===== src/common/frontend_pkg.sv =====
// Fetch front end package: address, line, request and response types, FSM and CSR encodings
package frontend_pkg;

    localparam int ADDR_SIZE      = 40;             // Virtual address width
    localparam int LINE_ADDR_SIZE = ADDR_SIZE - 4;  // 16-byte lines

    typedef logic [ADDR_SIZE-1:0]      addr_t;
    typedef logic [LINE_ADDR_SIZE-1:0] line_addr_t;  // vaddr[39:4]
    typedef logic [127:0]              icache_line_t; // Four instruction words
    typedef logic [11:0]               icache_idx_t;  // Page offset, vaddr[11:0]
    typedef logic [27:0]               icache_vpn_t;  // Page number, vaddr[39:12]

    // Fetch stage to front end
    typedef struct packed {
        logic  valid;
        addr_t vaddr;
        logic  invalidate_icache; // Flush every line
        logic  invalidate_buffer; // Hold off the cache this cycle
        logic  inval_fetch;       // Kill the outstanding miss
    } req_cpu_icache_t;

    // Front end back to fetch stage
    typedef struct packed {
        logic        valid;
        logic [31:0] data;
        logic        instr_page_fault;
    } resp_icache_cpu_t;

    // Line refill request to external memory
    typedef struct packed {
        logic       valid;
        line_addr_t line_addr;
    } mem_req_t;

    // Refill data back from memory
    typedef struct packed {
        logic         valid;
        icache_line_t line;
    } mem_resp_t;

    // Cache controller states
    typedef enum logic [1:0] {
        ST_IDLE        = 2'd0, // Ready, hits served here
        ST_MISS        = 2'd1, // Refill request goes out
        ST_REFILL_WAIT = 2'd2  // Waiting on memory
    } icache_state_t;

    // Config register map
    typedef enum logic {
        CSR_CTRL   = 1'b0,
        CSR_STATUS = 1'b1
    } csr_addr_t;

    typedef struct packed {
        logic en_translation; // Virtual fetch, fault check on
        logic spi_boot;       // Boot from SPI, ROM bypassed
    } frontend_cfg_t;

endpackage

===== src/logic/fetch_frontend.sv =====
// Fetch front end top: CSR block, icache interface, instruction cache and boot ROM
module fetch_frontend #(
    parameter int BROM_WORDS   = 4096,
    parameter int ICACHE_LINES = 16
) (
    input  logic                           clk_i,
    input  logic                           rstn_i,
    input  frontend_pkg::req_cpu_icache_t  req_fetch_i,
    output logic                           req_fetch_ready_o,
    output frontend_pkg::resp_icache_cpu_t resp_fetch_o,
    output frontend_pkg::mem_req_t         mem_req_o,
    input  frontend_pkg::mem_resp_t        mem_resp_i,
    input  logic                           csr_we_i,
    input  frontend_pkg::csr_addr_t        csr_addr_i,
    input  logic [1:0]                     csr_wdata_i,
    output logic [1:0]                     csr_rdata_o
);
    import frontend_pkg::*;

    frontend_cfg_t cfg;

    // Interface to cache
    logic          ic_req_valid;
    logic          ic_req_ready;
    icache_vpn_t   ic_req_vpn;
    icache_idx_t   ic_req_idx;
    logic          ic_req_kill;
    logic          ic_invalidate;
    logic          ic_resp_valid;
    icache_line_t  ic_resp_line;
    addr_t         ic_resp_vaddr;
    logic          ic_tlb_xcpt;

    // Interface to boot ROM
    logic          brom_req_valid;
    logic [23:0]   brom_req_addr;
    logic          brom_resp_valid;
    logic [31:0]   brom_resp_data;

    frontend_csr u_csr (
        .clk_i       (clk_i),
        .rstn_i      (rstn_i),
        .csr_we_i    (csr_we_i),
        .csr_addr_i  (csr_addr_i),
        .csr_wdata_i (csr_wdata_i),
        .fault_i     (resp_fetch_o.instr_page_fault),
        .cfg_o       (cfg),
        .csr_rdata_o (csr_rdata_o)
    );

    icache_interface #(
        .BROM_WORDS (BROM_WORDS)
    ) u_icache_interface (
        .clk_i                   (clk_i),
        .rstn_i                  (rstn_i),
        .req_fetch_icache_i      (req_fetch_i),
        .cfg_i                   (cfg),
        .icache_resp_datablock_i (ic_resp_line),
        .icache_resp_vaddr_i     (ic_resp_vaddr),
        .icache_resp_valid_i     (ic_resp_valid),
        .icache_req_ready_i      (ic_req_ready),
        .tlb_resp_xcp_if_i       (ic_tlb_xcpt),
        .icache_invalidate_o     (ic_invalidate),
        .icache_req_bits_idx_o   (ic_req_idx),
        .icache_req_bits_vpn_o   (ic_req_vpn),
        .icache_req_kill_o       (ic_req_kill),
        .icache_req_valid_o      (ic_req_valid),
        .brom_ready_i            (rstn_i),          // ROM ready once out of reset
        .brom_resp_data_i        (brom_resp_data),
        .brom_resp_valid_i       (brom_resp_valid),
        .brom_req_address_o      (brom_req_addr),
        .brom_req_valid_o        (brom_req_valid),
        .resp_icache_fetch_o     (resp_fetch_o),
        .req_fetch_ready_o       (req_fetch_ready_o)
    );

    icache #(
        .ICACHE_LINES (ICACHE_LINES)
    ) u_icache (
        .clk_i        (clk_i),
        .rstn_i       (rstn_i),
        .cfg_i        (cfg),
        .req_valid_i  (ic_req_valid),
        .req_vpn_i    (ic_req_vpn),
        .req_idx_i    (ic_req_idx),
        .req_kill_i   (ic_req_kill),
        .invalidate_i (ic_invalidate),
        .mem_resp_i   (mem_resp_i),
        .req_ready_o  (ic_req_ready),
        .resp_valid_o (ic_resp_valid),
        .resp_line_o  (ic_resp_line),
        .resp_vaddr_o (ic_resp_vaddr),
        .tlb_xcpt_o   (ic_tlb_xcpt),
        .mem_req_o    (mem_req_o)
    );

    bootrom #(
        .BROM_WORDS (BROM_WORDS)
    ) u_bootrom (
        .clk_i        (clk_i),
        .rstn_i       (rstn_i),
        .req_valid_i  (brom_req_valid),
        .req_addr_i   (brom_req_addr),
        .resp_valid_o (brom_resp_valid),
        .resp_data_o  (brom_resp_data)
    );

endmodule


===== src/icache_interface/icache_interface.sv =====
// Icache interface: steers fetches to the cache or boot ROM and builds the 32-bit response
module icache_interface #(
    parameter int BROM_WORDS = 4096
) (
    input  logic                           clk_i,
    input  logic                           rstn_i,
    input  frontend_pkg::req_cpu_icache_t  req_fetch_icache_i,
    input  frontend_pkg::frontend_cfg_t    cfg_i,
    // Cache side
    input  frontend_pkg::icache_line_t     icache_resp_datablock_i,
    input  frontend_pkg::addr_t            icache_resp_vaddr_i,
    input  logic                           icache_resp_valid_i,
    input  logic                           icache_req_ready_i,
    input  logic                           tlb_resp_xcp_if_i,
    output logic                           icache_invalidate_o,
    output frontend_pkg::icache_idx_t      icache_req_bits_idx_o,
    output frontend_pkg::icache_vpn_t      icache_req_bits_vpn_o,
    output logic                           icache_req_kill_o,
    output logic                           icache_req_valid_o,
    // Boot ROM side
    input  logic                           brom_ready_i,
    input  logic [31:0]                    brom_resp_data_i,
    input  logic                           brom_resp_valid_i,
    output logic [23:0]                    brom_req_address_o,
    output logic                           brom_req_valid_o,
    // Back to fetch
    output frontend_pkg::resp_icache_cpu_t resp_icache_fetch_o,
    output logic                           req_fetch_ready_o
);
    import frontend_pkg::*;

    localparam addr_t BROM_BYTES = addr_t'(BROM_WORDS) << 2; // ROM size in bytes

    logic        is_brom_access;  // This request targets the ROM
    logic        do_icache_req;
    logic        do_brom_req;
    addr_t       old_pc_q;        // PC of last accepted fetch
    logic        old_brom_q;      // Last accepted fetch went to ROM
    logic        cache_resp_ok;
    logic [31:0] cache_word;

    // ROM only while running physical, non-SPI boot code
    assign is_brom_access = ~cfg_i.en_translation & ~cfg_i.spi_boot &
                            (req_fetch_icache_i.vaddr < BROM_BYTES);

    assign do_icache_req = req_fetch_icache_i.valid & ~req_fetch_icache_i.invalidate_buffer &
                           ~is_brom_access & icache_req_ready_i;
    assign do_brom_req   = req_fetch_icache_i.valid & is_brom_access & brom_ready_i;

    assign icache_req_valid_o    = do_icache_req;
    assign icache_req_bits_vpn_o = req_fetch_icache_i.vaddr[ADDR_SIZE-1:12];
    assign icache_req_bits_idx_o = req_fetch_icache_i.vaddr[11:0];
    assign icache_req_kill_o     = req_fetch_icache_i.inval_fetch;
    assign icache_invalidate_o   = req_fetch_icache_i.invalidate_icache;

    assign brom_req_valid_o   = do_brom_req;
    assign brom_req_address_o = req_fetch_icache_i.vaddr[23:0]; // Byte address

    // Ready follows whichever target this PC maps to
    assign req_fetch_ready_o = is_brom_access ? brom_ready_i : icache_req_ready_i;

    always_ff @(posedge clk_i or negedge rstn_i) begin
        if (!rstn_i) begin
            old_pc_q   <= '0;
            old_brom_q <= 1'b0;
        end else if (do_icache_req | do_brom_req) begin
            old_pc_q   <= req_fetch_icache_i.vaddr;
            old_brom_q <= do_brom_req;
        end
    end

    // Only accept a cache response for the line we last asked for
    assign cache_resp_ok = icache_resp_valid_i &
                           (icache_resp_vaddr_i[ADDR_SIZE-1:4] == old_pc_q[ADDR_SIZE-1:4]);

    // Word select from bits 3..2
    assign cache_word = icache_resp_datablock_i[old_pc_q[3:2]*32 +: 32];

    always_comb begin
        resp_icache_fetch_o.valid            = old_brom_q ? brom_resp_valid_i : cache_resp_ok;
        resp_icache_fetch_o.instr_page_fault = ~old_brom_q & cache_resp_ok & tlb_resp_xcp_if_i;
        if (resp_icache_fetch_o.instr_page_fault) begin
            resp_icache_fetch_o.data = 32'h0; // Faulting fetch carries no data
        end else if (old_brom_q) begin
            resp_icache_fetch_o.data = brom_resp_data_i;
        end else begin
            resp_icache_fetch_o.data = cache_word;
        end
    end

endmodule


===== src/icache/icache.sv =====
// Direct-mapped instruction cache with line refill, kill, flush and canonical-address fault
module icache #(
    parameter int ICACHE_LINES = 16
) (
    input  logic                        clk_i,
    input  logic                        rstn_i,
    input  frontend_pkg::frontend_cfg_t cfg_i,
    input  logic                        req_valid_i,
    input  frontend_pkg::icache_vpn_t   req_vpn_i,
    input  frontend_pkg::icache_idx_t   req_idx_i,
    input  logic                        req_kill_i,
    input  logic                        invalidate_i,
    input  frontend_pkg::mem_resp_t     mem_resp_i,
    output logic                        req_ready_o,
    output logic                        resp_valid_o,
    output frontend_pkg::icache_line_t  resp_line_o,
    output frontend_pkg::addr_t         resp_vaddr_o,
    output logic                        tlb_xcpt_o,
    output frontend_pkg::mem_req_t      mem_req_o
);
    import frontend_pkg::*;

    localparam int IDX_W = $clog2(ICACHE_LINES);
    localparam int TAG_W = LINE_ADDR_SIZE - IDX_W;

    icache_state_t     state_q, state_d;

    // Storage arrays
    logic [TAG_W-1:0]        tag_q  [ICACHE_LINES];
    icache_line_t            data_q [ICACHE_LINES];
    logic [ICACHE_LINES-1:0] valid_q;

    addr_t             req_vaddr;
    line_addr_t        req_line;
    logic [IDX_W-1:0]  req_set;
    logic [TAG_W-1:0]  req_tag;
    logic              req_fire;
    logic              req_hit;
    logic              req_fault;

    addr_t             pend_vaddr_q; // Missing fetch address
    line_addr_t        pend_line;
    logic              killed_q;     // Pending response dropped
    logic              refill_done;

    logic              resp_valid_q;
    logic              xcpt_q;
    icache_line_t      resp_line_q;
    addr_t             resp_vaddr_q;

    assign req_vaddr = {req_vpn_i, req_idx_i};
    assign req_line  = req_vaddr[ADDR_SIZE-1:4];
    assign req_set   = req_line[IDX_W-1:0];
    assign req_tag   = req_line[LINE_ADDR_SIZE-1:IDX_W];
    assign pend_line = pend_vaddr_q[ADDR_SIZE-1:4];

    // Flush cycle blocks new requests
    assign req_ready_o = (state_q == ST_IDLE) & ~invalidate_i;
    assign req_fire    = req_valid_i & req_ready_o;
    assign req_hit     = valid_q[req_set] & (tag_q[req_set] == req_tag);
    // Non-canonical PC, stands in for the TLB
    assign req_fault   = cfg_i.en_translation & (req_vaddr[ADDR_SIZE-1] ^ req_vaddr[ADDR_SIZE-2]);
    assign refill_done = (state_q == ST_REFILL_WAIT) & mem_resp_i.valid;

    always_comb begin
        state_d = state_q;
        case (state_q)
            ST_IDLE: begin
                if (req_fire & ~req_fault & ~req_hit) begin
                    state_d = ST_MISS;
                end
            end
            ST_MISS:        state_d = ST_REFILL_WAIT; // One request pulse
            ST_REFILL_WAIT: begin
                if (mem_resp_i.valid) begin
                    state_d = ST_IDLE;
                end
            end
            default:        state_d = ST_IDLE;
        endcase
    end

    always_ff @(posedge clk_i or negedge rstn_i) begin
        if (!rstn_i) begin
            state_q      <= ST_IDLE;
            valid_q      <= '0;
            killed_q     <= 1'b0;
            resp_valid_q <= 1'b0;
            xcpt_q       <= 1'b0;
        end else begin
            state_q <= state_d;
            if (invalidate_i) begin
                valid_q <= '0; // Whole-cache flush
            end
            if (refill_done) begin
                valid_q[pend_line[IDX_W-1:0]] <= 1'b1;
            end
            if (req_fire) begin
                killed_q <= 1'b0;
            end else if ((state_q != ST_IDLE) & req_kill_i) begin
                killed_q <= 1'b1;
            end
            resp_valid_q <= (req_fire & (req_fault | req_hit)) |
                            (refill_done & ~killed_q & ~req_kill_i);
            xcpt_q       <= req_fire & req_fault;
        end
    end

    // Arrays and response payload
    always_ff @(posedge clk_i) begin
        if (req_fire) begin
            pend_vaddr_q <= req_vaddr;
            resp_vaddr_q <= req_vaddr;
            resp_line_q  <= req_fault ? '0 : data_q[req_set];
        end
        if (refill_done) begin
            tag_q[pend_line[IDX_W-1:0]]  <= pend_line[LINE_ADDR_SIZE-1:IDX_W];
            data_q[pend_line[IDX_W-1:0]] <= mem_resp_i.line;
            resp_line_q                  <= mem_resp_i.line; // Forward refilled line
            resp_vaddr_q                 <= pend_vaddr_q;
        end
    end

    assign resp_valid_o = resp_valid_q;
    assign resp_line_o  = resp_line_q;
    assign resp_vaddr_o = resp_vaddr_q;
    assign tlb_xcpt_o   = xcpt_q;

    assign mem_req_o.valid     = (state_q == ST_MISS);
    assign mem_req_o.line_addr = pend_line;

endmodule


===== src/logic/frontend_csr.sv =====
// Front end config registers: translation enable, SPI boot and sticky fault status
module frontend_csr (
    input  logic                        clk_i,
    input  logic                        rstn_i,
    input  logic                        csr_we_i,
    input  frontend_pkg::csr_addr_t     csr_addr_i,
    input  logic [1:0]                  csr_wdata_i,
    input  logic                        fault_i,     // Page fault seen on response
    output frontend_pkg::frontend_cfg_t cfg_o,
    output logic [1:0]                  csr_rdata_o
);
    import frontend_pkg::*;

    frontend_cfg_t cfg_q;
    logic          fault_seen_q;

    always_ff @(posedge clk_i or negedge rstn_i) begin
        if (!rstn_i) begin
            cfg_q        <= '0; // ROM boot after reset
            fault_seen_q <= 1'b0;
        end else begin
            if (csr_we_i && csr_addr_i == CSR_CTRL) begin
                cfg_q.en_translation <= csr_wdata_i[0];
                cfg_q.spi_boot       <= csr_wdata_i[1];
            end
            // New fault wins over a clearing write
            if (fault_i) begin
                fault_seen_q <= 1'b1;
            end else if (csr_we_i && csr_addr_i == CSR_STATUS) begin
                fault_seen_q <= 1'b0;
            end
        end
    end

    always_comb begin
        case (csr_addr_i)
            CSR_CTRL:   csr_rdata_o = {cfg_q.spi_boot, cfg_q.en_translation};
            CSR_STATUS: csr_rdata_o = {1'b0, fault_seen_q};
            default:    csr_rdata_o = 2'b00;
        endcase
    end

    assign cfg_o = cfg_q;

endmodule


===== src/logic/bootrom.sv =====
// Boot ROM: fixed word pattern with a one-cycle registered read
module bootrom #(
    parameter int BROM_WORDS = 4096
) (
    input  logic        clk_i,
    input  logic        rstn_i,
    input  logic        req_valid_i,
    input  logic [23:0] req_addr_i,   // Byte address
    output logic        resp_valid_o,
    output logic [31:0] resp_data_o
);

    logic [21:0] word_idx;

    assign word_idx = req_addr_i[23:2];

    always_ff @(posedge clk_i or negedge rstn_i) begin
        if (!rstn_i) begin
            resp_valid_o <= 1'b0;
        end else begin
            resp_valid_o <= req_valid_i; // One cycle read
        end
    end

    // Past the end reads as zero
    always_ff @(posedge clk_i) begin
        if (req_valid_i) begin
            resp_data_o <= (word_idx < BROM_WORDS) ? 32'hB000_0000 + 32'(word_idx) : 32'h0;
        end
    end

endmodule


===== config.mk =====
export PLATFORM = sky130hd
export DESIGN_NAME = fetch_frontend
export DESIGN_NICKNAME = d
export VERILOG_FILES = /design/src/common/frontend_pkg.sv /design/src/logic/fetch_frontend.sv /design/src/icache_interface/icache_interface.sv /design/src/icache/icache.sv /design/src/logic/frontend_csr.sv /design/src/logic/bootrom.sv
export SDC_FILE = /design/constraint.sdc
export NUM_CORES = 2
export LEC_CHECK = 0
export ABC_AREA = 1
export CAP_MARGIN = 20
export CORE_ASPECT_RATIO = 1.2
export CORE_UTILIZATION = 41
export CTS_CLUSTER_DIAMETER = 30
export DETAILED_ROUTE_END_ITERATION = 7
export DONT_BUFFER_PORTS = 1
export RECOVER_POWER = 50
export SKIP_CTS_REPAIR_TIMING = 1
export SKIP_LAST_GASP = 1
export SYNTH_ARGS = -nofsm -noshare
export SYNTH_HDL_FRONTEND = slang
export SYNTH_SLANG_ARGS = --single-unit

===== constraint.sdc =====
create_clock -name clk_i -period 15.7 [get_ports clk_i]
set_clock_uncertainty 0.1 [all_clocks]
set_input_delay 1.57 -clock clk_i [delete_from_list [all_inputs] [get_ports clk_i]]
set_output_delay 1.57 -clock clk_i [all_outputs]
set_load 0.005 [all_outputs]

==> impl_metrics.toml <==
[status]
outcome = "complete, but fails checks"
violations = "max-capacitance violations, max-slew violations"

[sta]
setup_violations = 0
finalHoldViolations = 0
worstMarginPinSlew_ps = 4778
relSlewSlack = -2.185
period_share = 0.6547
clock.fmax_mhz = 97.29
worst_slack_ps = 5421
maxSlewViolCount = 585
setup-tns-final_ps = 0
grt_setup_unrepaired = "no"
finalCriticalPeriod_ps = 10280

[global_routing]
grt_pass1_vias = 72940
gr-total-overflow = 0
grt_max_degree = 1314
grt_pass1_wl_um = 483800
antenna_found_initial = 5
grt_use_total = 0.2339

[clocking]
clkLatencyLatePin_ps = 930
numClockSinks = 2847
clkSlewWorstSetupHoldPaths_ps = 60
cts_buffers = 463
htree_levels = 5
cts_tree = "built"
cts-root-buf = "clkbuf_16"
cts_buffer_depth = 4

[worst_setup_path]
worstSetupPathType = "in2reg"
end_kind = "flip-flop"
reg2reg_from = "u_icache.state_q[1]"
required_ps = 16120
critPathLaunchType = "primary input"
crit_slowest_cell = "clkinvlp_2"
cpPeakStageDelay_ps = 3700
worstPathMaxFanout = 127
critPathCapture = "u_icache.resp_line_o[46]"
worstPathArrival_ps = 10700
r2r_slack_ps = 5580
timing.rr.end = "u_icache.resp_line_o[46]"
startpoint = "mem_resp_i[128]"
cp_cell_sequence = "inv_1 > nor3_4 > clkbuf_1 > clkinvlp_2 > nand2_4 > buf_12"
reg2regPathDepth = 6

[yosys]
synthDistinctLibCells = 39
synth.avg_cell_area_um2 = 12.70
postSynth.asyncResetShare = 0.02248
yosys_warnings = 0
synth_ff_type = "edfxtp_1"
ys_seq_area_frac = 0.7490
netlist_instances = 8955
ys_seq_elements = 2847
synth_edf_count = 2783
synth_area_um2 = 113700

[worst_hold_path]
min_path_type = "in2async"

[die]
ios = 253
die-area_um2 = 279500
core-area_um2 = 275600
die_x_um = 482.7
rows = 211
initial_utilization = 0.4126
die_h_um = 578.9

[route]
wirelength_um = 335800
vias = 74860
wl_per_cell_um = 26.00
drt_iter0_markers = 8195
drcViolationCount = 0
drtAntennaViolNets = 0
firstDrtPassIters = 6
vias_per_cell = 5.796

[place]
gp_routability_congestion = 0.8949
pre_cts_ws_ps = 9389
port_buffers = 0
place.detailed.hpwl_um = 159100

[power_and_ir_drop]
p_total_uw = 19750
vdd_ir_drop_max_v = 0.00009924
p_leak_uw = 0.04450
p_per_area_nw_per_um2 = 149.1

[finish]
fill_cells = 23600
fin_nets = 9074
synthToLayoutAreaGrowth_pct = 16.51
layout-drive-gt1-share = 0.09235

[flow_run]
cap_violations = 12
power breakdown:
part | internal, uW | switching [uW]
Clock | 6550 | 3640
Sequential | 8450 | 70.5
Combinational | 288 | 752
Total | 15300 | 4460
layer usage:
metal | track usage | part of all wire | vias up
met3 | 0.04533 | 0.090 | 646
met5 | 0 | 0.000039 | -
met4 | 0.09748 | 0.039 | 2
met2 | 0.3904 | 0.48 | 3556
li1 | - | - | 32860
met1 | 0.2979 | 0.39 | 37790
flip-flops by register name, indices dropped and copies added (netlist names), 16 cells and up:
| register | count |
|---|---|
| u_icache.data_q | 2048 |
| u_icache.resp_vaddr_o | 36 |
| u_icache_interface.old_pc_q | 38 |
| u_icache.pend_vaddr_q | 36 |
| u_icache.tag_q | 512 |
| u_icache.resp_line_o | 128 |
| u_bootrom.resp_data_o | 23 |
| u_icache.valid_q | 16 |
cell usage after synthesis, drive strengths merged (3+ instances only):
cell type,count,area [um2]
o221ai,158,1384
nor2,1396,5245
a21oi,72,360.4
o211ai,81,608.1
clkbuf,383,1438
nand2,1079,4050
edfxtp,2783,83570
buf,238,1378
nand3,481,2407
o22ai,401,2509
nor3,16,85.08
nor4,6,37.54
or2,12,75.08
dfrtp,64,1602
nand4,19,118.9
a32o,22,220.2
inv,230,865.8
a22o,26,227.7
o21ai,1465,7332
xor2,10,87.58
nor3b,3,22.52
layout make-up:
class | count | area, um2 | share of cell area
sequential | 2847 | 85180 | 0.6430
multi-input combinational | 5265 | 25000 | 0.1887
clock buffer | 533 | 12080 | 0.09116
tap | 3621 | 4531 | 0.03420
clock inverter | 330 | 3820 | 0.02883
timing repair buffer | 85 | 962.2 | 0.007263
inverter | 231 | 905.9 | 0.006838
antenna | 3 | 7.507 | 0.00005667
worst min path at each step:
stage,endpoint,slack (ps)
floorplan,u_icache.valid_q[12],350
detailed placement,u_icache.valid_q[3],380
global placement,u_icache.valid_q[12],360
finish,u_icache_interface.old_pc_q[32],240
global route,u_icache_interface.old_pc_q[32],200
CTS,u_icache_interface.old_pc_q[32],180
critical path, delay by kind of cell:
kind                   cells  cell delay [ps]
AND/OR/NAND/NOR            2             1640
buffers and inverters      4             7200
logic make-up (layout without fill, tap and decap cells):
group                      Yosys count  count (layout)  synth area share
and+or+nand+nor                   3014            3014            0.1061
DFF                               2847            2847            0.7490
other                                1              13        0.00003298
AOI/OAI and AO/OA                 2228            2228            0.1114
adders and majority gates            2               2         0.0002200
xor gates and xnor gates            11              11         0.0008473
buffers and inverters              852            1179           0.03241
stage by stage:
stage	hold WS, ps	utilization	area, um2	cells
floorplan	347.8	-	113700	8964
global placement	362.3	0.4226	116500	12040
detailed placement	376.3	0.4226	116500	12040
CTS	184.5	0.4803	132400	12910
global route	202.6	0.4807	132500	12920
finish	241.4	0.4807	132500	12920
cell usage in the layout, fill, tap and decap left out, drive strengths merged:
cell and instances:
a21oi 72, a221oi 1, a22o 26, a32o 22, and3b 1, buf 78
bufinv 62, clkbuf 540, clkinv 196, clkinvlp 38, conb 10, dfrtp 64
diode 3, edfxtp 2783, ha 2, inv 265, nand2 1079, nand3 481
nand4 19, nor2 1396, nor3 16, nor3b 3, nor4 6, nor4b 1
o2111ai 2, o211ai 81, o21ai 1465, o221ai 158, o22ai 401, or2 12
xnor2 1, xor2 10
Power figures use the tool's default switching activity.
